$ cat src/hdl/isaPkg.sv
package isaPkg;

    parameter int xlen    = 32;  // Data and address width
    parameter int regIdxW = 5;   // Register index width for 32 registers

    // Major opcodes of the supported RV32I subset
    typedef enum logic [6:0] {
        opR      = 7'b0110011,
        opImm    = 7'b0010011,
        opLoad   = 7'b0000011,
        opStore  = 7'b0100011,
        opBranch = 7'b1100011
    } opcodeE;

    // funct3 field of the R-type and I-type ALU operations
    typedef enum logic [2:0] {
        f3AddSub = 3'b000,
        f3Slt    = 3'b010,
        f3Or     = 3'b110,
        f3And    = 3'b111
    } funct3E;

    // Load/store and branch funct3 values share encodings with the ALU ones
    parameter funct3E f3Word = f3Slt;     // lw, sw
    parameter funct3E f3Beq  = f3AddSub;  // beq

endpackage
$ cat src/hdl/pcUnit.sv
module pcUnit import isaPkg::*; (
    input  logic            CLK,
    input  logic            rstN,
    input  logic            branch,
    input  logic            zero,
    input  logic [xlen-1:0] imm,
    output logic [xlen-1:0] pc
);

    logic [xlen-1:0] pcPlus4;
    logic [xlen-1:0] branchTarget;
    logic            takeBranch;

    assign pcPlus4      = pc + xlen'(4);
    assign branchTarget = pc + imm;  // imm already shifted by one
    assign takeBranch   = branch & zero;

    always_ff @(posedge CLK) begin
        if (!rstN) begin
            pc <= '0;
        end else begin
            pc <= takeBranch ? branchTarget : pcPlus4;
        end
    end

endmodule

$ cat config.mk
export PLATFORM = sky130hd
export DESIGN_NAME = pcUnit
export DESIGN_NICKNAME = d
export VERILOG_FILES = /design/src/hdl/isaPkg.sv /design/src/hdl/pcUnit.sv
export SDC_FILE = /design/constraint.sdc
export NUM_CORES = 1
export LEC_CHECK = 0
export ABC_AREA = 1
export ABC_CLOCK_PERIOD_IN_PS = 4650
export BUFFER_PORTS_ARGS = -buffer_cell sky130_fd_sc_hd__buf_2
export CORE_MARGIN = 2
export CORE_UTILIZATION = 46
export DETAILED_ROUTE_END_ITERATION = 8
export MAX_ROUTING_LAYER = met4
export PLACE_DENSITY = 0.67
export SYNTH_ARGS = -nofsm -noshare
export SYNTH_HDL_FRONTEND = slang
export SYNTH_SLANG_ARGS = --single-unit
$ cat constraint.sdc
create_clock -name CLK -period 4.65 [get_ports CLK]
set_clock_uncertainty 0.15 [all_clocks]
set_input_delay 0.465 -clock CLK [delete_from_list [all_inputs] [get_ports CLK]]
set_output_delay 0.465 -clock CLK [all_outputs]
set_load 0.01 [all_outputs]
==> out/metrics.yaml <==
antenna_found_initial: 0
start_util_pct: 46.7
synth.distinct_cells: 38
largest-register: "pc"
drc: 0
placed_cells: 945
critical_path_class: "flip-flop to flip-flop"
setup.worst_path.end_class: "flip-flop"
clock_tree.root_cell: "clkbuf_8"
crit_fanout: 5
hold_class: "flip-flop to flip-flop"
crit_buf_inv: 2
cts_tree: "yes"
hold_violations: 0
post-cts-setup-buffers: 0
grt_max_degree: 28
wl_um: 14700
clock-sinks: 32
fp.coreArea_sq_um: 9110
grt_pass1_wl_um: 23100
startpoint_type: "flip-flop"
io_buffers: 67
drv_slew: 0
first_iter_violations: 289
hold_buffers: 0
via_count: 5005
worstPathRequired_ns: 4.69
setup_viol: 0
clock_path_buffers: 2
outcome: "finished clean"
grt_overflow: 0
clk_latency_ns: 0.29
syn-cell-area_sq_um: 4250
fin_cells: 952
critPathArrivalTime_ns: 2.48
relSlewSlack_pct: 49.2
min_period_over_period_pct: 52.6
cts_resized: 0
largest_register_ff_count: 32
io-pin-count: 68
track_usage_pct: 30.6
power_density_nw_per_um2: 206
ant_nets: 0
period_needed_ns: 2.45
cpPeakStageDelay_ns: 0.56
yosysWarnings: 0
yosysSeqAreaShare_pct: 15.1
crit_path_cell_trace: "ha_1, nand2_1, inv_1, a21oi_1, nand3_1, o21ai_0, a21oi_1, o21ai_0, inv_1"
avgSynthCellArea_sq_um: 5.49
cts.clk_slew.worst_paths_ns: 0.07
maxCapViolations: 0
syn_inst: 775
nets: 910
die_w_um: 100
setup-tns-final_ns: 0
via_per_inst: 5.26
drive_above_1_share_pct: 13.1
irDropWorstVdd_v: 0.0000963
dp_hpwl_um: 12200
first_pass_iters: 5
rsz0062_at_grt: "no"
leakagePower_nw: 2.79
numCtsBuffers: 5
synth-seq-cells: 32
antenna_cells: 0
worst_slew_pin_slew_ns: 0.761
wire_per_inst_um: 15.4
critPathTopFamily: "compound AO/OA/AOI/OAI gates"
area_growth_pct: 12.6
largestRegisters: "pc: 32 flops"
core.rowCount: 35
fp.dieH_um: 100
place_congestion: 1.03
syn_nets: 844
cp_slowest_cell: "dfxtp_1"
htree_levels: 2
fmax_mhz: 409
dieArea_sq_um: 10000
grt_pass1_vias: 4684
[layout by cell type, fill, tap and decap left out, types with 7 or more instances in the layout]
cell type	n
nand4_1	10
ha_1	32
clkbuf_8	7
nand2_1	284
nor3_1	7
a21oi_1	48
nand2_2	7
nand3_1	56
nor2_1	68
xnor2_1	7
inv_1	133
dfxtp_1	32
xor2_1	15
o21ai_0	17
buf_2	67
[stage by stage]
stage | util, % | power [W] | cell area (sq um) | worst slack [ns] | hold slack [ns]
6_report | 52.6 | 0.000989 | 4790 | 2.20 | 0.369
5_1_grt | 52.6 | 0.00107 | 4790 | 2.08 | 0.398
4_1_cts | 52.6 | 0.000987 | 4790 | 2.26 | 0.374
3_5_place_dp | 51.5 | 0.000751 | 4690 | 2.02 | 0.362
3_3_place_gp | 51.5 | 0.000748 | 4690 | 2.05 | 0.357
2_1_floorplan | - | 0.000614 | 4250 | 2.59 | 0.375
[path summary, 6_finish.rpt]
| kind | startpoint | to | slack (ns) | depth (start not counted) |
|---|---|---|---|---|
| worst max-delay path | pc[11] | pc[12] | 2.20 | 9 |
| worst min-delay path | pc[0] | pc[0] | 0.37 | 2 |
| worst max register to register | pc[11] | pc[12] | 2.20 | 9 |
| worst min register to register | pc[0] | pc[0] | 0.37 | 2 |
[cell usage after synthesis, drive strengths merged]
cell type	number	area share, %
a21boi	1	0.18
a21oi	51	6.3
a31oi	2	0.29
and2	1	0.15
buf	5	0.53
clkbuf	4	0.44
dfxtp	32	15
fa	1	0.47
ha	32	9.4
inv	137	12
nand2	292	26
nand3	59	7.3
nand3b	5	0.88
nand4	10	1.5
nor2	75	7.3
nor3	14	2.8
nor3b	2	0.47
o211ai	1	0.18
o21a	1	0.18
o21ai	17	2.0
o21bai	4	0.71
or2	7	1.0
xnor2	7	1.4
xor2	15	3.1
[worst register-to-register path: stages, from the launching register on]
cell,delay [ns]
dfxtp_1,0.56
ha_1,0.38
nand2_1,0.17
inv_1,0.06
a21oi_1,0.28
nand3_1,0.27
o21ai_0,0.22
a21oi_1,0.05
o21ai_0,0.15
inv_1,0.05
[area by class of cell]
cell class	count	area, sq um
fillers	996	4320
well taps	111	139
flip-flops and latches	32	641
inverters	137	514
multi-input cells	597	3060
clock buffers	7	96.3
repair buffers	68	343
[power by group]
group	leakage, nW	total [W]	internal [W]	switching [W]
Sequential	0.263	0.000342	0.000296	0.0000463
Combinational	2.48	0.000407	0.000144	0.000263
Clock	0.0503	0.000239	0.000132	0.000107
[logic make-up after synthesis]
group	after synthesis	share of synthesized area, %
adders and majority gates	33	9.88
xor gates and xnor gates	22	4.53
AOI/OAI and AO/OA	77	9.79
and+or+nand+nor	465	47.7
DFF	32	15.1
buffers and inverters	146	13.1
[layer usage]
layer | wire length (um) | vias up | global-route usage, % | part of all wire (%)
met5 | 0 | - | - | 0
met4 | 688 | 0 | 14.6 | 4.7
met3 | 915 | 47 | 4.32 | 6.2
met2 | 6970 | 177 | 51.1 | 48
met1 | 6090 | 2227 | 36.2 | 42
li1 | - | 2554 | - | -
Note: power is estimated with default switching activity, not from simulation.
