File: src/hdl/isaPkg.sv
package isaPkg;

    parameter int xlen    = 32;  // Data and address width
    parameter int regIdxW = 5;   // Register index width for 32 registers

    // Major opcodes of the supported RV32I subset
    typedef enum logic [6:0] {
        opR      = 7'b0110011,
        opImm    = 7'b0010011,
        opLoad   = 7'b0000011,
        opStore  = 7'b0100011,
        opBranch = 7'b1100011
    } opcodeE;

    // funct3 field of the R-type and I-type ALU operations
    typedef enum logic [2:0] {
        f3AddSub = 3'b000,
        f3Slt    = 3'b010,
        f3Or     = 3'b110,
        f3And    = 3'b111
    } funct3E;

    // Load/store and branch funct3 values share encodings with the ALU ones
    parameter funct3E f3Word = f3Slt;     // lw, sw
    parameter funct3E f3Beq  = f3AddSub;  // beq

endpackage
File: src/hdl/instMem.sv
module instMem import isaPkg::*; #(
    parameter int imemWords = 64
) (
    input  logic                         CLK,
    input  logic                         progWe,
    input  logic [$clog2(imemWords)-1:0] progAddr,
    input  logic [xlen-1:0]              progData,
    input  logic [xlen-1:0]              pc,
    output logic [xlen-1:0]              inst
);

    localparam int iAddrW = $clog2(imemWords);

    logic [xlen-1:0] mem [imemWords];

    // Program load port
    always_ff @(posedge CLK) begin
        if (progWe) begin
            mem[progAddr] <= progData;
        end
    end

    // Upper PC bits wrap around the array on fetch
    assign inst = mem[pc[iAddrW+1:2]];

endmodule

File: config.mk
export PLATFORM = sky130hd
export DESIGN_NAME = instMem
export DESIGN_NICKNAME = d
export VERILOG_FILES = /design/src/hdl/isaPkg.sv /design/src/hdl/instMem.sv
export SDC_FILE = /design/constraint.sdc
export NUM_CORES = 2
export LEC_CHECK = 0
export BUFFER_PORTS_ARGS = -buffer_cell sky130_fd_sc_hd__buf_4
export CAP_MARGIN = 15
export CORE_ASPECT_RATIO = 0.8
export CORE_MARGIN = 3
export CORE_UTILIZATION = 50
export CTS_CLUSTER_DIAMETER = 30
export DETAILED_ROUTE_END_ITERATION = 10
export GPL_ROUTABILITY_DRIVEN = 0
export PLACE_DENSITY = 0.68
export SYNTH_ARGS = -nofsm -noshare
export SYNTH_HDL_FRONTEND = slang
export SYNTH_SLANG_ARGS = --single-unit
File: constraint.sdc
create_clock -name CLK -period 5.3 [get_ports CLK]
set_clock_uncertainty 0.05 [all_clocks]
set_input_delay 0.795 -clock CLK [delete_from_list [all_inputs] [get_ports CLK]]
set_output_delay 0.795 -clock CLK [all_outputs]
set_load 0.01 [all_outputs]
==> results by group <==
Placement
  – PortBufs: 77
  – Final HPWL DP: 110000 um

Power and ir drop
  – Clock network fraction of design power: 50.4%
  – Logic gate share of total power: 4.4%
  – Int Power: 31600 uW
  – Leak: 0.0293 uW
  – Seq pwr share: 45.2%
  – Sw frac: 20.5%
  – Psw: 8160 uW
  – Design Power: 39800 uW
  – Pwr dens: 431 mW/mm2
  – Peak supply drop: 0.387 mV

Clock tree
  – Root Buffer: clkbuf_16
  – Clk pin slew, worst setup/hold paths: 0.05 ns
  – CTS Buf Count: 299
  – Post-CTS Setup Bufs: 0
  – # resized after CTS: 0
  – CTS Sinks: 2048
  – CTS tree: built
  – Clk buf depth: 4
  – Hold_buf cts: 0
  – H-tree levels: 5

Route
  – DRT antenna net count: 0
  – Final WL: 193000 um
  – Met1 wire length: 75400 um
  – DRC errors left: 0
  – Met3 routed WL: 19800 um
  – Drt pass-1 iters: 6
  – Detailed-route via count: 37400
  – DR WL met2: 91900 um
  – Highest Signal Layer: met5
  – Wire per inst: 32.8 um
  – Via density: 6.35
  – Initial DRC count: 4757

Logic synthesis
  – Seq/Total Area, Yosys: 79.0%
  – EDFF count, synth: 2048
  – Syn_nets: 3364
  – Yosys cell types: 33
  – Top_reg_cell synth: edfxtp_1
  – Most frequent cell after synthesis: edfxtp_1
  – Ys async rst share: 0%
  – Syn Std Cell Area: 0.0779 mm2
  – Post-synth top area share: 79.0%
  – Main area contributors after synthesis: edfxtp_1 79%, mux4_2 16%, mux2i_1 1.2%
  – Synth warn: 0
  – Commonest cells post-synth: 2048 x edfxtp_1, 544 x mux4_2, 137 x nor2_1
  – Synthesized instance count: 3292
  – Syn Area/Cell: 23.7 um2
  – Largest area contributor in the netlist: edfxtp_1
  – Seq cells post-synth: 2048

Timing
  – Worst Tran Pin Value: 1.12 ns
  – Tmin final: 4.62 ns
  – Slew Limit Headroom: 25.3%
  – Maximum clock frequency: 0.216 GHz
  – Setup_tns: 0 ns
  – Final hold vios: 0
  – Number of max-slew violations in the final report: 0
  – Setup violations, final: 0
  – RSZ-0062 raised after global routing: no
  – Tcrit/Tclk final: 87.3%

Min path
  – Hold path startpoint: progData[3]
  – Hold crit path type: in -> reg
  – Worst Hold Path EP: mem[50][3]$_DFFE_PP_
  – Hold Crit Depth: 1

Run
  – # Max-Cap Violations: 0

Finish
  – Area Growth Syn to Fin: 18.5%
  – Max FFs per register: 2048
  – Area taken by multi-input logic gates: 0.0160 mm2
  – Layout cell share with drive strength beyond 1: 34.0%
  – Biggest register: mem
  – Biggest regs: mem (2048)
  – Filler instances: 10400
  – Sequential cell area: 0.0615 mm2
  – Nets: 3721

Run status
  – Status: complete, no violations

Global route
  – First-pass GRT wire length: 278000 um
  – Pin count of the biggest net entering global routing: 65
  – Grt total ovfl: 0
  – Initial antenna violation count: 9
  – Vias in the first global route: 38300
  – GR Util All Layers: 24.4%

Critical path
  – CP endpoint kind: output pin
  – Critical Path RT: 4.45 ns
  – CP Data Arrival Time: 3.78 ns
  – Max FO, Critical Path: 35
  – Crit Path Class: in -> out
  – Crit start category: primary input

Die
  – Die width: 447 um
  – IO Pins: 104
  – Core Area: 0.153 mm2
  – FP Rows: 128
  – Die height: 359 um
  – Initial Util: 50.8%
  – Die area: 0.161 mm2
==> worst max path at each step <==
stage,startpoint,endpoint,slack [ns]
after detailed placement,pc[2],inst[9],0.71
after CTS,pc[2],inst[31],0.70
after floorplan,progAddr[3],mem[48][0]$_DFFE_PP_,1.30
after global placement,pc[2],inst[31],0.71
final,pc[2],inst[31],0.68
after global routing,pc[2],inst[31],0.53
==> per-layer routing <==
layer	up-vias	global-route usage, %
li1	15000	-
met1	20000	34.5
met2	2085	37.0
met3	350	6.11
met4	2	9.16
met5	-	0
==> power groups by stage <==
| stage | sequential (uW) | combinational (uW) | clock [uW] |
|---|---|---|---|
| after detailed placement | 18300 | 1740 | 0 |
| after global placement | 18300 | 1710 | 0 |
| after floorplan | 18300 | 909 | 0 |
| after CTS | 18000 | 1750 | 20300 |
| after global routing | 18000 | 1840 | 21000 |
| final | 18000 | 1740 | 20000 |
==> cells in the final DEF, fill, tap and decap left out, drive strengths merged, types with 2 or more instances in the layout <==
cell      netlist  layout
a21oi          62      62
a22oi          12      12
a311oi          8       8
a41o            4       4
and2            2       2
and3            4       4
buf           108     238
bufinv          0      49
clkbuf         74     329
clkinv          0      88
clkinvlp        0      25
diode           0       9
edfxtp       2048    2048
inv             0      30
mux2i          93      93
mux4          544     544
nand2          26      26
nand2b          8       8
nand3           5       5
nand3b          5       5
nand4           2       2
nor2          137     137
nor2b          15      15
nor3            7       7
o221ai         27      27
o22ai          84      84
o32ai           4       4
or2             3       3
or3             3       3
or3b            5       5
==> cell type report <==
cell class                 instances  share of cell area (%)
tap                             2015                    2.73
multi-input combinational       1062                    17.3
antenna                            9                  0.0244
clock inverter                   192                    2.62
timing repair buffer             238                    2.26
sequential                      2048                    66.6
clock buffer                     329                    8.41
==> metrics by stage <==
stage | utilization, % | setup slack [ns] | area [um2] | hold slack [ns] | instances
after floorplan | - | 1.30 | 77900 | 0.844 | 3292
after global placement | 53.5 | 0.708 | 82100 | 1.29 | 5363
after detailed placement | 53.5 | 0.711 | 82100 | 1.32 | 5363
after CTS | 60.1 | 0.698 | 92300 | 0.339 | 5884
after global routing | 60.1 | 0.529 | 92300 | 0.398 | 5890
final | 60.1 | 0.675 | 92300 | 0.387 | 5893
==> cells by family (layout without fill, tap and decap cells) <==
group | after synthesis | after routing | synth area share (%)
buf+inv | 182 | 759 | 1.14
mux | 637 | 637 | 16.9
simple gates | 223 | 223 | 1.28
compound gates | 202 | 202 | 1.69
other cells | 0 | 9 | 0
flops | 2048 | 2048 | 79.0
==> worst max-delay path, stage by stage <==
cell	delay [ns]
buf_8	0.46
buf_4	0.49
mux4_2	0.57
mux4_2	0.51
o22ai_1	0.47
nor2_1	0.20
buf_4	0.19
No activity file was read; power rests on OpenSTA's default activity.
