**config.mk**
```make
export PLATFORM = sky130hd
export DESIGN_NAME = registerFile
export DESIGN_NICKNAME = d
export VERILOG_FILES = /design/src/hdl/isaPkg.sv /design/src/hdl/registerFile.sv
export SDC_FILE = /design/constraint.sdc
export NUM_CORES = 2
export LEC_CHECK = 0
export ABC_AREA = 0
export ABC_CLOCK_PERIOD_IN_PS = 7260
export BUFFER_PORTS_ARGS = -buffer_cell sky130_fd_sc_hd__buf_2
export CAP_MARGIN = 20
export CORE_ASPECT_RATIO = 0.8
export CORE_MARGIN = 2
export CORE_UTILIZATION = 32
export CTS_CLUSTER_DIAMETER = 200
export CTS_CLUSTER_SIZE = 16
export DETAILED_ROUTE_END_ITERATION = 6
export GPL_ROUTABILITY_DRIVEN = 0
export HOLD_SLACK_MARGIN = 0.08
export PLACE_DENSITY_LB_ADDON = 0.2
export SLEW_MARGIN = 20
export SYNTH_ARGS = -nofsm -noshare
export SYNTH_HDL_FRONTEND = slang
export SYNTH_SLANG_ARGS = --single-unit
```
**constraint.sdc**
```tcl
create_clock -name CLK -period 7.26 [get_ports CLK]
set_input_delay 0 -clock CLK [delete_from_list [all_inputs] [get_ports CLK]]
set_output_delay 0 -clock CLK [all_outputs]
set_load 0.1 [all_outputs]
```
**src/hdl/isaPkg.sv**
```systemverilog
package isaPkg;

    parameter int xlen    = 32;  // Data and address width
    parameter int regIdxW = 5;   // Register index width for 32 registers

    // Major opcodes of the supported RV32I subset
    typedef enum logic [6:0] {
        opR      = 7'b0110011,
        opImm    = 7'b0010011,
        opLoad   = 7'b0000011,
        opStore  = 7'b0100011,
        opBranch = 7'b1100011
    } opcodeE;

    // funct3 field of the R-type and I-type ALU operations
    typedef enum logic [2:0] {
        f3AddSub = 3'b000,
        f3Slt    = 3'b010,
        f3Or     = 3'b110,
        f3And    = 3'b111
    } funct3E;

    // Load/store and branch funct3 values share encodings with the ALU ones
    parameter funct3E f3Word = f3Slt;     // lw, sw
    parameter funct3E f3Beq  = f3AddSub;  // beq

endpackage
```
**src/hdl/registerFile.sv**
```systemverilog
module registerFile import isaPkg::*; (
    input  logic               CLK,
    input  logic               rstN,
    input  logic [regIdxW-1:0] rs1,
    input  logic [regIdxW-1:0] rs2,
    input  logic [regIdxW-1:0] rd,
    input  logic               regWrite,
    input  logic [xlen-1:0]    wbData,
    output logic [xlen-1:0]    rd1,
    output logic [xlen-1:0]    rd2
);

    localparam int regCount = 2 ** regIdxW;

    logic [xlen-1:0] regs [regCount];

    always_ff @(posedge CLK) begin
        if (!rstN) begin
            for (int i = 0; i < regCount; i++) begin
                regs[i] <= '0;
            end
        end else if (regWrite && (rd != '0)) begin  // x0 writes dropped
            regs[rd] <= wbData;
        end
    end

    // Combinational read ports
    assign rd1 = (rs1 == '0) ? '0 : regs[rs1];
    assign rd2 = (rs2 == '0) ? '0 : regs[rs2];

endmodule

```
==> metrics.md <==
| Metric | Value |
|---|---|
| Number of hold violations in the final report | `0` |
| Sequential share of the synthesized area | `56.73%` |
| Setup Viol. Count Final | `0` |
| Final Max Tran Viols | `0` |
| Initial Util | `32.12%` |
| Yosys reg bits | `1,024` |
| CP max FO | `33` |
| Placed Area | `57,550 µm²` |
| Avg WL per Cell | `34.25 µm` |
| Post-CTS Resized | `0` |
| Synthesized cell area | `54,200 µm²` |
| Flip-flop and latch area | `30,750 µm²` |
| RSZ-0062 raised after global routing | `false` |
| P per Cell Area | `218.9 nW/µm²` |
| Worst slew margin | `26.89%` |
| CTS Hold Buffers Added | `32` |
| Antenna viol nets, final | `0` |
| First-pass GRT wire length | `273,800 µm` |
| Pin count of the biggest net entering global routing | `99` |
| Bufs on Longest Clock Path | `3` |
| Top-area cell type share of the netlist area | `56.73%` |
| CP Data Arrival Time | `3740 ps` |
| Status | `finished, violations left` |
| CTS tree | `done` |
| Layout Nets | `3,537` |
| Max Freq | `267.6 MHz` |
| Main flop type after synthesis | `edfxtp_1` |
| Clock sinks | `1,024` |
| Io pins | `114` |
| Worst slew pin tran | `1069 ps` |
| Vias in the first global route | `33,108` |
| Die width | `464.2 µm` |
| P_int | `9.337 mW` |
| Async SR Flop Fraction | `0%` |
| DRC | `1` |
| Die area | `172,700 µm²` |
| Ratio of cells with drive above 1 in the final layout | `25.37%` |
| Final setup margin | `3524 ps` |
| Cell with the most instances after synthesis | `edfxtp_1` |
| Critical Path RT | `7260 ps` |
| Fraction of power spent switching nets | `28.69%` |
| CP Capture Type | `output port` |
| WS Path Type | `input port to output port` |
| Cells after Synth | `3,509` |
| Final instance area | `59,800 µm²` |
| Synth warnings | `0` |
| Setup tns final | `0 ps` |
| DRT iter0 DRCs | `4,441` |
| Max VDD drop | `0.0001846 V` |
| Nature of the critical path startpoint | `input port` |
| EDFF count, synth | `1,024` |
| Total track usage | `22.63%` |
| Clock buffer count from CTS | `73` |
| Total grt overflow | `0` |
| Root Driver | `clkbuf_16` |
| Detailed Place HPWL | `118,600 µm` |
| Placed Cells | `5,640` |
| DR pass1 iterations | `7` |
| H-tree depth | `3` |
| Sequential share of power | `53.5%` |
| Vias | `33,083` |
| # fillers | `15,874` |
| Largest register FFs | `1,024` |
| Gate power share | `16.3%` |
| Tmin final | `3736 ps` |
| Synth unique cells | `41` |
| Largest regs | `regs: 1024 flops` |
| Final period utilization | `51.47%` |
| Hold WC Path Type | `input port to flip-flop` |
| Failing checks | `design-rule violations` |
| Final cell count without fillers | `5,765` |
| Max-cap violations | `0` |
| Worst Setup SP | `rs2[3]` |
| Synth area leader | `edfxtp_1` |
| Via-per-instance ratio | `5.739` |
| Multi-input logic area | `22,400 µm²` |
| Area Overhead vs Synth | `10.33%` |
| Post-CTS Setup Repair Bufs | `0` |
| Mean Syn Cell Area | `15.45 µm²` |
| Port-buffer cells | `113` |
| Clock Power Share | `30.2%` |
| Leak pwr | `19.84 nW` |
| Initial antenna violation count | `22` |
| Final WL | `197,400 µm` |
| Net Sw Power | `3.756 mW` |
| Reg with most FFs | `regs` |
| Post-synth top cells | `1,024 x edfxtp_1, 996 x and2_1, 470 x mux4_2` |
| Pre-CTS setup slack | `3517 ps` |
| Die Ht | `372.1 µm` |
| Row Count | `135` |
| Core Box Area | `168,700 µm²` |
| Top cells by area, synth | `edfxtp_1 57%, mux4_2 20%, and2_1 11%` |
| End of the critical path | `rd2[13]` |
| Clock slew at reported path FFs | `80 ps` |
[metal layers]
layer,global-route usage (%),wire length [µm]
met1,31.93,85700
met4,5.869,5296
met5,0,61
met3,4.121,14210
met2,35.97,92160
[power groups by stage]
stage	combinational, mW	sequential, mW	clock (mW)
5_1_grt	2.21	7.03	4.21
4_1_cts	2.15	6.99	4.03
3_3_place_gp	2.12	7.12	0
6_report	2.13	7.00	3.96
2_1_floorplan	1.45	7.06	0
3_5_place_dp	2.13	7.12	0
[how the worst min path moves through the flow]
| stage | from | slack (ps) | to | depth (start not counted) |
|---|---|---|---|---|
| global route | rstN | 180 | regs[10][28] | 2 |
| detailed placement | wbData[13] | 660 | regs[13][13] | 2 |
| finish | rstN | 210 | regs[10][28] | 2 |
| CTS | rstN | 150 | regs[10][28] | 2 |
| floorplan | wbData[31] | 200 | regs[1][31] | 1 |
| global placement | wbData[0] | 660 | regs[29][0] | 2 |
[final cells by class]
| class | instances | share of cell area [%] |
|---|---|---|
| multi-input cells | 2126 | 37.46 |
| repair buffers | 260 | 3.149 |
| inverters | 2 | 0.01255 |
| diodes | 13 | 0.05440 |
| flip-flops and latches | 1024 | 51.42 |
| well taps | 2260 | 4.728 |
| clock buffers | 73 | 3.055 |
| clock inverters | 7 | 0.1276 |
[worst max-delay path, cell delays in order]
cell,delay [ps]
buf_2,80
buf_4,490
and2_4,580
buf_4,700
a22o_1,250
a2111oi_0,100
nor3_1,880
buf_2,570
[cell usage in the layout, fill, tap and decap left out, types with 5 or more instances in the layout]
cell type	n
o22ai_1	79
dlygate4sd3_1	32
nand3b_1	5
inv_6	5
and2_1	995
a211oi_1	34
nand2b_1	6
a2111oi_1	12
buf_2	105
nor3_1	54
a22o_1	51
conb_1	32
a2111oi_0	16
o21ai_4	31
nor4_1	7
clkbuf_16	73
a21oi_1	10
mux2_2	30
nand2_1	9
o221ai_1	27
a22oi_1	18
nor2_4	32
buf_12	6
nor2b_1	13
buf_4	111
mux4_2	470
edfxtp_1	1024
mux2i_1	154
diode_2	13
[cell families after synthesis]
logic type / after synthesis / synth area share, %
muxes: 654 / 23.00
other: 1 / 0.006918
DFF: 1024 / 56.73
AOI/OAI and AO/OA: 291 / 3.961
and+or+nand+nor: 1149 / 12.97
buffers and inverters: 390 / 3.333
[per-stage QoR]
step	power (mW)	utilization, %	hold WS, ps
final	13.09	35.44	205.0
after global routing	13.45	35.43	177.1
after CTS	13.16	35.42	147.4
after detailed placement	9.250	34.10	662.2
after global placement	9.246	34.10	659.4
after floorplan	8.518	-	198.2
Note: power is estimated with default switching activity, not from simulation.
