### src/hdl/ctrlPkg.sv
package ctrlPkg;

    // Operation performed by the ALU
    typedef enum logic [2:0] {
        aluAdd = 3'd0,
        aluSub = 3'd1,  // Also used for beq compare
        aluAnd = 3'd2,
        aluOr  = 3'd3,
        aluSlt = 3'd4   // Signed set-less-than
    } aluOpE;

    // Source of the register writeback value
    typedef enum logic {
        wbAlu = 1'b0,
        wbMem = 1'b1
    } wbSelE;

endpackage

### src/hdl/isaPkg.sv
package isaPkg;

    parameter int xlen    = 32;  // Data and address width
    parameter int regIdxW = 5;   // Register index width for 32 registers

    // Major opcodes of the supported RV32I subset
    typedef enum logic [6:0] {
        opR      = 7'b0110011,
        opImm    = 7'b0010011,
        opLoad   = 7'b0000011,
        opStore  = 7'b0100011,
        opBranch = 7'b1100011
    } opcodeE;

    // funct3 field of the R-type and I-type ALU operations
    typedef enum logic [2:0] {
        f3AddSub = 3'b000,
        f3Slt    = 3'b010,
        f3Or     = 3'b110,
        f3And    = 3'b111
    } funct3E;

    // Load/store and branch funct3 values share encodings with the ALU ones
    parameter funct3E f3Word = f3Slt;     // lw, sw
    parameter funct3E f3Beq  = f3AddSub;  // beq

endpackage
### src/hdl/alu.sv
module alu import isaPkg::*, ctrlPkg::*; (
    input  logic [xlen-1:0] rd1,
    input  logic [xlen-1:0] rd2,
    input  logic [xlen-1:0] imm,
    input  logic            aluSrc,
    input  aluOpE           aluOp,
    output logic [xlen-1:0] result,
    output logic            zero
);

    logic [xlen-1:0] opB;

    assign opB = aluSrc ? imm : rd2;  // Immediate for addi, lw, sw

    always_comb begin
        case (aluOp)
            aluAdd:  result = rd1 + opB;
            aluSub:  result = rd1 - opB;
            aluAnd:  result = rd1 & opB;
            aluOr:   result = rd1 | opB;
            aluSlt:  result = {{(xlen-1){1'b0}}, $signed(rd1) < $signed(opB)};
            default: result = '0;
        endcase
    end

    // Branch condition for beq
    assign zero = (result == '0);

endmodule

### config.mk
export PLATFORM = sky130hd
export DESIGN_NAME = alu
export DESIGN_NICKNAME = d
export VERILOG_FILES = /design/src/hdl/ctrlPkg.sv /design/src/hdl/isaPkg.sv /design/src/hdl/alu.sv
export SDC_FILE = /design/constraint.sdc
export NUM_CORES = 1
export LEC_CHECK = 0
export BUFFER_PORTS_ARGS = -buffer_cell sky130_fd_sc_hd__buf_2
export CORE_MARGIN = 4
export CORE_UTILIZATION = 30
export DETAILED_ROUTE_END_ITERATION = 10
export SYNTH_ARGS = -nofsm -noshare
export SYNTH_HDL_FRONTEND = slang
export SYNTH_SLANG_ARGS = --single-unit
### constraint.sdc
create_clock -name vclk -period 4.15
set_clock_uncertainty 0.15 [all_clocks]
set_input_delay 0 -clock vclk [all_inputs]
set_output_delay 0 -clock vclk [all_outputs]
set_load 0.005 [all_outputs]
==> results_dict.tcl, run 1 <==
set metrics [dict create \
    cp-startpoint "aluSrc" \
    critPathMaxFanout 4 \
    chipWidth_um 142.9 \
    hp-class "in2out" \
    synth-seq-area-share_pct 0 \
    final_cell_mix "buf_2 (132), inv_1 (98), ha_1 (95)" \
    seq_cells 0 \
    power.total_uw 1200 \
    finalSetupTns_ps 0 \
    cpMaxStageDelayCell "fa_2" \
    wire_per_inst_um 18.05 \
    syn_avg_cell_area_um2 6.744 \
    hold_viol 0 \
    crit_end "zero" \
    ir_worst_vdd_mv 0.05682 \
    initial_core_util_pct 30.41 \
    cts_hold_repair.buffers 0 \
    final_common_cell "buf_2" \
    worst_pin_slew_ps 866.1 \
    drc 0 \
    register_area_um2 0 \
    path_cells "buf_4 -> mux2i_4 -> inv_2 -> ha_4 -> inv_1 -> fa_2 -> nand2b_4 -> a211oi_4 -> buf_4 -> o211ai_1 -> a31oi_2 -> xnor2_1 -> o221ai_2 -> nor3_2 -> nand4b_1 -> nor4b_2 -> buf_4 -> nand4_1 -> nor4_2 -> buf_2" \
    area_growth_pct 29.78 \
    worst_path_dominant_cell_family "simple AND/OR/NAND/NOR gates" \
    cp_num_buf_inv 6 \
    io_pins 133 \
    grt_pass1_wl_um 32440 \
    die_h_um 142.9 \
    min_period_over_period_pct 95.02 \
    worst-setup-path-type "in2out" \
    fin_crit_ps 3943 \
    met3_length_um 1381 \
    row_count 49 \
    fin_area_um2 7089 \
    dp_hpwl_um 17590 \
    routed_via_density 5.550 \
    placedInstanceArea_um2 6668 \
    n_fill_cell 1959 \
    setup_viol 0 \
    maxSlewViolCount 0 \
    cp.depth 20 \
    clkbuf_count 0 \
    highest_layer "met4" \
    grt_pass1_vias 6125 \
    fin_nets 1171 \
    wl_met2_um 9816 \
    io_buffers 133 \
    grtUsageTotal_pct 19.26 \
    ys_types 72 \
    grt.overflow.total 0 \
    status "completed" \
    drtIter0Drc 719 \
    syn_nets 1018 \
    die_area_um2 20430 \
    hold_depth 4 \
    whs_ps 269.4 \
    core-area_um2 17960 \
    grt_max_degree 38 \
    synthAdderAreaFrac_pct 25.01 \
    place.gp.congestion 0.9962 \
    drive_above_1_share_pct 29.14 \
    p_per_area_nw_per_um2 169.2 \
    synth_top_family_by_area "compound AO/OA/AOI/OAI gates" \
    synthXorXnorAreaFrac_pct 4.650 \
    wl_met1_um 9685 \
    route.antenna.remaining_nets 0 \
    netlist_area_um2 5463 \
    syn_inst 810 \
    slowest_delay_ps 370 \
    synth-simple-area-share_pct 19.74 \
    drt-total-wl_um 21470 \
    drv_cap 0 \
    rsz0062_at_grt "no" \
    fmax_ghz 0.2536 \
    diodes 0 \
    synth_compound_area_share_pct 32.78 \
    p_leak_uw 0.003408 \
    antenna_found_initial 0 \
    end_kind "output port" \
    cp.required_ps 4000 \
    critPathLaunchType "input port" \
    num_vias 6605 \
    cpMostUsedCell "buf_4" \
    dr.pass1.iters 7 \
    synth.mux.area_fraction_pct 7.719 \
    utilization_pct 39.47 \
    worstPathArrival_ps 3790 \
    slew_headroom_pct 42.04 \
    yosys_warnings 0 \
]
## layer usage
metal	GRT usage [%]	up-vias
met3	1.306	35
met4	3.802	0
met5	0	-
li1	-	3229
met1	27.35	3050
met2	32.20	291
## cell type report
cell class | count | area [um2] | share of cell area, %
Inverter | 101 | 379.1 | 5.348
Multi-Input combinational cell | 668 | 5279 | 74.46
Timing Repair Buffer | 192 | 1145 | 16.15
Tap cell | 229 | 286.5 | 4.042
## tightest hold or removal path, delay by kind of cell
| kind | cells | cell delay [ps] |
|---|---|---|
| AOI/OAI and AO/OA | 1 | 130 |
| buffers and inverters | 3 | 300 |
## power by group
group / switching, uW / leakage, uW / internal (uW)
Combinational: 705 / 0.00341 / 494
Sequential: 0 / 0 / 0
Clock: 0 / 0 / 0
Total: 705 / 0.00341 / 494
## timing repair
action | in CTS | in global routing
gates cloned | 0 | 1
endpoints found under the setup margin | 1 | 1
resized for setup | 1 | 82
setup buffers | 0 | 3
pin swaps | 0 | 17
## cell usage after synthesis (9+ instances only)
| library cell | instances | area [um2] |
|---|---|---|
| xnor2_1 | 24 | 210.2 |
| inv_1 | 99 | 371.6 |
| nor4_1 | 16 | 100.1 |
| a211oi_1 | 15 | 112.6 |
| a21oi_1 | 80 | 400.4 |
| ha_1 | 106 | 1326 |
| o21ai_0 | 35 | 175.2 |
| mux2i_1 | 41 | 410.4 |
| nor3_1 | 15 | 75.07 |
| a31oi_1 | 10 | 62.56 |
| nor2_1 | 77 | 289.0 |
| nand2_1 | 54 | 202.7 |
| o221ai_1 | 19 | 166.4 |
| clkbuf_1 | 22 | 82.58 |
| o31ai_1 | 26 | 195.2 |
| nand3_1 | 16 | 80.08 |
| buf_2 | 9 | 45.04 |
| nor2b_1 | 9 | 56.30 |
| nand2b_1 | 11 | 68.82 |
## per-stage QoR
step | setup slack (ps) | cells
2_1_floorplan | 53.59 | 810
3_3_place_gp | -113.0 | 1186
3_5_place_dp | -14.84 | 1186
4_1_cts | 50.46 | 1186
5_1_grt | 7.109 | 1190
6_report | 206.7 | 1190
## cell families after synthesis
family | count (synthesis)
buffers and inverters | 142
and+or+nand+nor | 227
adders and majority gates | 108
xor gates and xnor gates | 29
muxes | 42
AOI/OAI and AO/OA | 262
## worst min path at each step
| stage | startpoint | end | slack [ps] |
|---|---|---|---|
| detailed placement | aluOp[2] | result[0] | 280 |
| CTS | aluOp[2] | result[0] | 280 |
| floorplan | aluOp[2] | result[2] | -70 |
| global route | aluOp[2] | result[2] | 340 |
| global placement | aluOp[2] | result[0] | 280 |
| finish | aluOp[2] | result[0] | 270 |
Note: power is estimated with default switching activity, not from simulation.
==> run 2: changes to the inputs <==
- CORE_UTILIZATION: 30 -> 52
- PLACE_DENSITY: default -> 0.81
==> run 2 against run 1 <==
  * Critical path depth is 3 lower
  * Die area shrank 40%
  * Sequential share of layout area did not move
  * Maximum frequency shrank 1.7%
  * Final area decreased by 3.7%
  * Worst setup slack worse by 70 ps
  * Sequential cell count unchanged
  * Hold slack worse by 19 ps
  * Final cell count shrank 7.6%
  * Critical path type unchanged
  * Largest cell class unchanged
==> results_dict.tcl, run 2 (synthesis gave the netlist of run 1 again) <==
set metrics [dict create \
    min_period_over_period_pct 96.70 \
    hp-class "in2out" \
    io_pins 133 \
    grt_pass1_vias 6501 \
    antenna_found_initial 0 \
    dp_hpwl_um 16300 \
    grt_pass1_wl_um 31680 \
    critPathMaxFanout 15 \
    fin_cells 1100 \
    p_leak_uw 0.003423 \
    num_vias 6786 \
    drtIter0Drc 524 \
    dr.pass1.iters 6 \
    die_h_um 110.5 \
    io_buffers 133 \
    combPwrFrac_pct 100.0 \
    row_count 37 \
    fin_nets 1174 \
    netSwitchingFraction_pct 58.87 \
    critPathLaunchType "input port" \
    hold_viol 0 \
    drive_above_1_share_pct 26.24 \
    switchingPower_uw 683.1 \
    fin_area_um2 6829 \
    worst-setup-path-type "in2out" \
    fin_crit_ps 4013 \
    seq_cells 0 \
    core-area_um2 10280 \
    diodes 0 \
    clkPwrFrac_pct 0 \
    drt-total-wl_um 19850 \
    register_area_um2 0 \
    route.antenna.remaining_nets 0 \
    dp.cells 1098 \
    area_growth_pct 25.01 \
    slew_headroom_pct 28.79 \
    final_common_cell "buf_2" \
    placedInstanceArea_um2 6601 \
    worst_pin_slew_ps 1064 \
    power.share.sequential_pct 0 \
    grt_max_degree 38 \
    p_per_area_nw_per_um2 169.9 \
    cts_hold_repair.buffers 0 \
    grtUsageTotal_pct 30.18 \
    grt.overflow.total 0 \
    clkbuf_count 0 \
    initial_core_util_pct 53.15 \
    fmax_ghz 0.2492 \
    chipWidth_um 110.5 \
    end_kind "output port" \
    maxSlewViolCount 0 \
    setup_viol 0 \
    drc 0 \
    drv_cap 0 \
    p_int_uw 477.2 \
    ir_worst_vdd_mv 0.1043 \
    final_cell_mix "buf_2 (133), ha_1 (104), inv_1 (99)" \
    power.total_uw 1160 \
    worstPathArrival_ps 3860 \
    cp.required_ps 4000 \
    place.gp.congestion 1.070 \
    wire_per_inst_um 18.05 \
    routed_via_density 6.169 \
    die_area_um2 12210 \
    whs_ps 250.4 \
    status "completed" \
]
==> run 2: cell types whose count changed in the layout (fill, tap and decap cells not counted), moves of 4 or more <==
| cell | previous run | this run |
|---|---|---|
| a21oi_1 | 72 | 78 |
| a21oi_2 | 9 | 3 |
| ha_1 | 95 | 104 |
| ha_2 | 10 | 2 |
| mux2i_4 | 5 | 1 |
==> run 2: per-stage QoR <==
step           setup slack (ps)  utilization [%]  TNS, ps
6_report                  136.8            66.45        0
5_1_grt                  -53.18            66.45   -53.18
4_1_cts                   60.73            64.27        0
3_5_place_dp             -6.229            64.23   -6.229
3_3_place_gp              92.91            64.23        0
2_1_floorplan             53.59                -        0
==> run 2: layout make-up <==
class,instances,area (um2)
Fill cell,972,3448
Inverter,101,379.1
Multi-Input combinational cell,668,5124
Tap cell,136,170.2
Timing Repair Buffer,195,1156
==> run 2: final timing paths <==
path	cells after the start	end	slack (ps)	from
worst min-delay path	3	result[2]	250	aluOp[2]
worst max-delay path	17	zero	140	aluSrc
==> run 2: routing by layer <==
metal	wire length (um)	global-route usage [%]	up-vias	share of wire, %
li1	-	-	3239	-
met1	8229	39.20	3119	41
met2	9235	52.10	382	47
met3	1786	3.507	46	9.0
met4	601	9.031	0	3.0
met5	0	0	-	0
==> run 2: power by group through the flow <==
| stage | clock network (uW) | logic, uW | registers (uW) |
|---|---|---|---|
| after floorplan | 0 | 705 | 0 |
| after global routing | 0 | 1260 | 0 |
| final | 0 | 1160 | 0 |
| after global placement | 0 | 1080 | 0 |
| after CTS | 0 | 1090 | 0 |
| after detailed placement | 0 | 1080 | 0 |
==> run 2: what timing repair did <==
item	4_1_cts	5_1_grt
gates resized for setup	1	43
pin swaps	0	7
endpoints found under the setup margin	1	1
setup buffers	0	2
==> run 2: worst max-delay path, cell delays in order <==
cell	delay, ps
buf_2	160
buf_12	200
mux2i_2	310
ha_1	320
a21oi_2	210
o211ai_1	210
or3_1	420
nand4_1	100
o21ai_1	100
buf_4	170
a211oi_1	270
xor2_1	180
o221ai_1	190
a2111oi_2	400
nand4_1	210
nor4_2	240
buf_2	160
