===== src/hdl/ctrlPkg.sv =====
package ctrlPkg;

    // Operation performed by the ALU
    typedef enum logic [2:0] {
        aluAdd = 3'd0,
        aluSub = 3'd1,  // Also used for beq compare
        aluAnd = 3'd2,
        aluOr  = 3'd3,
        aluSlt = 3'd4   // Signed set-less-than
    } aluOpE;

    // Source of the register writeback value
    typedef enum logic {
        wbAlu = 1'b0,
        wbMem = 1'b1
    } wbSelE;

endpackage


===== src/hdl/isaPkg.sv =====
package isaPkg;

    parameter int xlen    = 32;  // Data and address width
    parameter int regIdxW = 5;   // Register index width for 32 registers

    // Major opcodes of the supported RV32I subset
    typedef enum logic [6:0] {
        opR      = 7'b0110011,
        opImm    = 7'b0010011,
        opLoad   = 7'b0000011,
        opStore  = 7'b0100011,
        opBranch = 7'b1100011
    } opcodeE;

    // funct3 field of the R-type and I-type ALU operations
    typedef enum logic [2:0] {
        f3AddSub = 3'b000,
        f3Slt    = 3'b010,
        f3Or     = 3'b110,
        f3And    = 3'b111
    } funct3E;

    // Load/store and branch funct3 values share encodings with the ALU ones
    parameter funct3E f3Word = f3Slt;     // lw, sw
    parameter funct3E f3Beq  = f3AddSub;  // beq

endpackage

===== src/hdl/instDecoder.sv =====
module instDecoder import isaPkg::*, ctrlPkg::*; (
    input  logic [xlen-1:0]    inst,
    output logic [regIdxW-1:0] rs1,
    output logic [regIdxW-1:0] rs2,
    output logic [regIdxW-1:0] rd,
    output logic [xlen-1:0]    imm,
    output aluOpE              aluOp,
    output logic               aluSrc,
    output logic               regWrite,
    output logic               memWrite,
    output wbSelE              wbSel,
    output logic               branch
);

    funct3E          funct3;
    logic [xlen-1:0] iImm;
    logic [xlen-1:0] sImm;
    logic [xlen-1:0] bImm;

    // Register indices straight from the instruction fields
    assign rs1    = inst[19:15];
    assign rs2    = inst[24:20];
    assign rd     = inst[11:7];
    assign funct3 = funct3E'(inst[14:12]);

    // Sign-extended immediates
    assign iImm = {{(xlen-12){inst[31]}}, inst[31:20]};
    assign sImm = {{(xlen-12){inst[31]}}, inst[31:25], inst[11:7]};
    assign bImm = {{(xlen-13){inst[31]}}, inst[31], inst[7], inst[30:25], inst[11:8], 1'b0};

    always_comb begin
        // Defaults give a no-op
        imm      = iImm;
        aluOp    = aluAdd;
        aluSrc   = 1'b0;
        regWrite = 1'b0;
        memWrite = 1'b0;
        wbSel    = wbAlu;
        branch   = 1'b0;

        case (opcodeE'(inst[6:0]))
            opR: begin
                regWrite = 1'b1;
                case (funct3)
                    f3AddSub: aluOp = inst[30] ? aluSub : aluAdd;
                    f3Slt:    aluOp = aluSlt;
                    f3Or:     aluOp = aluOr;
                    f3And:    aluOp = aluAnd;
                    default:  regWrite = 1'b0;  // Outside the subset
                endcase
            end
            opImm: begin
                aluSrc   = 1'b1;
                regWrite = (funct3 == f3AddSub);  // addi only
            end
            opLoad: begin
                aluSrc   = 1'b1;
                regWrite = (funct3 == f3Word);
                wbSel    = wbMem;
            end
            opStore: begin
                imm      = sImm;
                aluSrc   = 1'b1;
                memWrite = (funct3 == f3Word);
            end
            opBranch: begin
                imm    = bImm;
                aluOp  = aluSub;  // Equal operands give zero
                branch = (funct3 == f3Beq);
            end
            default: ;
        endcase
    end

endmodule


===== config.mk =====
export PLATFORM = sky130hd
export DESIGN_NAME = instDecoder
export DESIGN_NICKNAME = d
export VERILOG_FILES = /design/src/hdl/ctrlPkg.sv /design/src/hdl/isaPkg.sv /design/src/hdl/instDecoder.sv
export SDC_FILE = /design/constraint.sdc
export NUM_CORES = 1
export LEC_CHECK = 0
export BUFFER_PORTS_ARGS = -buffer_cell sky130_fd_sc_hd__clkbuf_2
export CAP_MARGIN = 40
export CORE_MARGIN = 2
export CORE_UTILIZATION = 31
export DETAILED_ROUTE_END_ITERATION = 6
export PLACE_DENSITY = 0.86
export SYNTH_ARGS = -nofsm -noshare
export SYNTH_HDL_FRONTEND = slang
export SYNTH_SLANG_ARGS = --single-unit

===== constraint.sdc =====
create_clock -name vclk -period 1.2
set_input_delay 0.06 -clock vclk [all_inputs]
set_output_delay 0.06 -clock vclk [all_outputs]
set_load 0.02 [all_outputs]

==> results.ini, run 1 <==
[pwr]
clockPowerShare=0
p_per_area_mw_per_mm2=398
ir_drop_mv=0.121
pwr-share-seq=0
cellLeakagePower_nw=0.438
switching_share=0.592
finalPower_mw=0.273
p_int_mw=0.111
power.switching_mw=0.162
p_comb_frac=1.000

[logic_synthesis]
synth_area_leaders=buf_4 54%, mux2_4 16%, nand3b_4 3.5%
yosysTopAreaCell=buf_4
syn_nets=105
synth_common_cells=41 x buf_4, 6 x mux2_4, 4 x nor2_1
synth.distinct_cells=20
yosysWarnings=0
netlist_instances=73
synth_most_common_cell=buf_4
synth.yosys.seq_area_share=0
syn_area_sq_um=572
synth_top_area_share=0.538
avgSynthCellArea_sq_um=7.83

[route]
routed_wl_microns=1290
postRouteAntennaNets=0
viasPerCell=4.35
first_iter_violations=1
route.detailed.drc=0
vias=540
drt-wirelength-per-cell_microns=10.4
drtPass1Iterations=4

[placement]
gp_congestion=0.814
port_buffers=67
dpl-instance-area_sq_um=639
place_hpwl_microns=1160

[sta]
fin_hold_ws_ns=0.120
slew_headroom=0.794
period_share=0.996
hold_violations=0
finalCriticalPeriod_ns=1.19
finalSetupTns_ns=0
tightest_slew_ns=0.308
slew_violations=0
final-setup-viol-count=0
rsz0062_at_grt=true
fmax_mhz=837

[floorplan]
die_x_microns=46.9
row_count=15
core_sq_mm=0.00173
initial_utilization=0.331
die_h_microns=46.9
io_pins=87
die_area_sq_mm=0.00220

[grt]
grt_max_degree=22
grt_pass1_wl_microns=1550
grt.overflow.total=0
grt_usage=0.0934
grt_pass1_vias=375
antenna_found_initial=0

[critical_path]
worstPathArrival_ns=1.13
crit_buf_inv=2
path_cells=clkbuf_2, and4bb_4, nand3b_4, mux2_4, buf_6
crit_cells=5
critPathLaunchType=primary input
critPathRequiredTime_ns=1.14
cpPeakStageDelay_ns=0.37
crit_path_end_kind=output port
worstPathMaxFanout=7
cp_top_family=simple AND/OR/NAND/NOR gates
cpMaxStageDelayCell=and4bb_4
timing.setup.critical_path_class=primary input to output port

[cells_and_area]
nClkBuffers=0
ff_latch_area_sq_um=0
fin_area_sq_um=686
nets=133
syn2layout_area_growth_pct=19.9
antenna_cells=0
fillers=189
drive_gt1_frac=0.788
seq_cells=0

[flow_run]
drv_cap=0

[outcome]
outcome=finished clean

[worst_hold_path]
hold_path.class=primary input to output port
holdPathStages=0

[cts]
postCtsHoldBufs=0

per-stage QoR:
stage / instances / util / setup slack, ns
2_1_floorplan: 73 / - / 0.0634
3_3_place_gp: 124 / 0.370 / 0.00981
3_5_place_dp: 124 / 0.370 / -0.0409
4_1_cts: 124 / 0.372 / -0.0175
5_1_grt: 124 / 0.397 / -0.0338
6_report: 124 / 0.397 / 0.00537
path summary, 6_finish.rpt:
kind	from	endpoint	slack (ns)
setup / recovery	inst[3]	imm[0]	0.005
hold / removal	inst[17]	rs1[2]	0.12
per-layer routing:
| metal | wire length (microns) | up-vias | track usage |
|---|---|---|---|
| met1 | 421 | 238 | 0.107 |
| met3 | 142 | 0 | 0 |
| li1 | - | 261 | - |
| met2 | 729 | 41 | 0.200 |
| met4 | 0 | 0 | 0 |
| met5 | 0 | - | 0 |
power by group through the flow:
stage                     sequential [mW]  combinational, mW  clock (mW)
after floorplan                         0              0.263           0
after global placement                  0              0.252           0
after detailed placement                0              0.257           0
after CTS                               0              0.258           0
after global routing                    0              0.295           0
final                                   0              0.273           0
cell usage in the layout (no fill, tap or decap):
cell | Yosys | final
nand3b_4 | 1 | 1
inv_1 | 1 | 1
nor2_1 | 4 | 4
nand4b_4 | 0 | 1
buf_2 | 0 | 1
nand2_1 | 2 | 2
nand3_1 | 1 | 1
a2bb2oi_1 | 1 | 1
nor3_1 | 2 | 2
o21ai_1 | 0 | 1
nor2b_1 | 2 | 2
buf_4 | 41 | 2
o2111ai_1 | 1 | 1
nor4_2 | 0 | 1
mux2_4 | 6 | 6
clkbuf_2 | 1 | 60
nand4b_1 | 1 | 1
a21oi_1 | 1 | 1
buf_6 | 0 | 5
o22ai_1 | 1 | 1
nand2b_1 | 3 | 3
and4bb_4 | 0 | 1
cell type report:
type	instances	area, sq um	area share
timing repair buffer	68	377	0.549
tap	25	31.3	0.0456
inverter	1	3.75	0.00547
multi-input combinational	30	274	0.400
repair_timing:
item / 4_1_cts / 5_1_grt
buffers inserted: 0 / 0
setup endpoints to repair: 7 / 10
pin swaps: 0 / 2
resized for setup: 2 / 19
logic make-up (layout without fill, tap and decap cells):
family	after synthesis	in the layout	synth area share
mux	6	6	0.158
compound gates	5	5	0.0591
simple gates	19	19	0.230
buf+inv	43	69	0.554
Note: power is estimated with default switching activity, not from simulation.
==> inputs of run 2 (changes only) <==
Settings changed: BUFFER_PORTS_ARGS -buffer_cell sky130_fd_sc_hd__clkbuf_2 to default, CORE_UTILIZATION 31 to 35, DONT_BUFFER_PORTS from default to 1, PLACE_DENSITY 0.86 to 0.5.
Clock period 1.2 ns to 1.4 ns, I/O delays scaled along.
==> results.ini, run 2 (synthesis results as in run 1) <==
[pwr]
switching_share=0.484  ; -0.108
pwr-share-seq=0  ; unchanged
p_int_mw=0.0278  ; -75%
p_comb_frac=1.000  ; about the same
ir_drop_mv=0.0382  ; -68%
p_per_area_mw_per_mm2=170  ; -57%
clockPowerShare=0  ; unchanged
cellLeakagePower_nw=0.157  ; -64%
power.switching_mw=0.0260  ; -84%

[critical_path]
critPathLaunchType=primary input
critPathRequiredTime_ns=1.33  ; +0.19 ns
worstPathArrival_ns=1.01  ; -0.12 ns
timing.setup.critical_path_class=primary input to output port
worstPathMaxFanout=4  ; -3
crit_path_end_kind=output port

[cts]
postCtsHoldBufs=0  ; unchanged
postCtsSetupRepairBufs=0  ; unchanged
post_cts_resize_count=0  ; -2

[route]
route.detailed.drc=0  ; unchanged
viasPerCell=5.83  ; +34%
vias=303  ; -44%
first_iter_violations=4  ; +3
drtPass1Iterations=3  ; -1
postRouteAntennaNets=0  ; unchanged
routed_wl_microns=862  ; -33%
drt-wirelength-per-cell_microns=16.6  ; +59%

[cells_and_area]
final_util=0.208  ; -0.189
mostFrequentLayoutCells=6 x mux2_4, 5 x buf_4, 4 x nor2_1
nets=70  ; -47%
drive_gt1_frac=0.389  ; -0.399
fillers=176  ; -6.9%
nClkBuffers=0  ; unchanged
antenna_cells=0  ; unchanged
final_common_cell=mux2_4
ff_latch_area_sq_um=0  ; unchanged
syn2layout_area_growth_pct=-44.6
seq_cells=0  ; unchanged
multi_input_area_sq_um=255  ; -6.8%

[floorplan]
die_area_sq_mm=0.00197  ; -10%
initial_utilization=0.375  ; +0.0440
core_sq_mm=0.00152  ; -12%
die_x_microns=44.4  ; -5.4%
io_pins=87  ; unchanged
die_h_microns=44.4  ; -5.4%
row_count=14  ; -1

[placement]
gp_congestion=0.655  ; -20%
port_buffers=0  ; -100%

[grt]
grt_max_degree=22  ; unchanged
grt.overflow.total=0  ; unchanged
antenna_found_initial=0  ; unchanged
grt_pass1_vias=268  ; -29%
grt_pass1_wl_microns=1170  ; -25%
grt_usage=0.0745  ; -0.0189

[worst_hold_path]
holdPathStages=0  ; unchanged
hold_path.class=primary input to output port
worstHoldEndpoint=imm[5]
min_from=inst[25]

[sta]
tightest_slew_ns=0.466  ; +0.158 ns
fmax_mhz=925
rsz0062_at_grt=false
period_share=0.772
slew_headroom=0.690  ; -0.104
finalCriticalPeriod_ns=1.08
final-setup-viol-count=0  ; unchanged
finalSetupTns_ns=0  ; unchanged
hold_violations=0  ; unchanged
slew_violations=0  ; unchanged

[flow_run]
drv_cap=0  ; unchanged

[outcome]
outcome=finished clean

run 2: how the worst max path moves through the flow:
stage,start,end,slack [ns],cells after the start
detailed placement,inst[2],branch,0.32,4
finish,inst[2],branch,0.32,4
global placement,inst[2],branch,0.33,4
floorplan,inst[2],branch,0.11,3
CTS,inst[2],branch,0.31,4
global route,inst[2],branch,0.26,4
run 2: worst max-delay path, stage by stage:
cell      delay [ns]
and4bb_2        0.36
nand4b_2        0.19
nor4_1          0.20
buf_4           0.19
run 2: layer usage:
metal,part of all wire,global-route usage,wire (microns),vias to the layer above
li1,-,-,-,133
met1,0.37,0.105,318,134
met2,0.41,0.106,350,32
met3,0.21,0.0286,185,4
met4,0.0093,0.0182,8,0
met5,0,0,0,-
run 2: area by class of cell:
class | instances | area share
inverter | 1 | 0.0119
multi-input combinational | 30 | 0.806
tap | 16 | 0.0632
timing repair buffer | 5 | 0.119
run 2: power by group through the flow:
stage | sequential (mW) | clock (mW) | combinational (mW)
after detailed placement | 0 | 0 | 0.0543
after global placement | 0 | 0 | 0.0540
after global routing | 0 | 0 | 0.0576
after floorplan | 0 | 0 | 0.225
after CTS | 0 | 0 | 0.0544
final | 0 | 0 | 0.0538
run 2: through the flow:
| step | area [sq um] | setup slack (ns) | std cells | power (mW) | hold WS, ns |
|---|---|---|---|---|---|
| global placement | 317 | 0.329 | 52 | 0.0540 | 0.140 |
| finish | 317 | 0.319 | 52 | 0.0538 | 0.140 |
| floorplan | 572 | 0.115 | 73 | 0.225 | 0.222 |
| detailed placement | 317 | 0.318 | 52 | 0.0543 | 0.140 |
| CTS | 317 | 0.307 | 52 | 0.0544 | 0.140 |
| global route | 317 | 0.264 | 52 | 0.0576 | 0.140 |
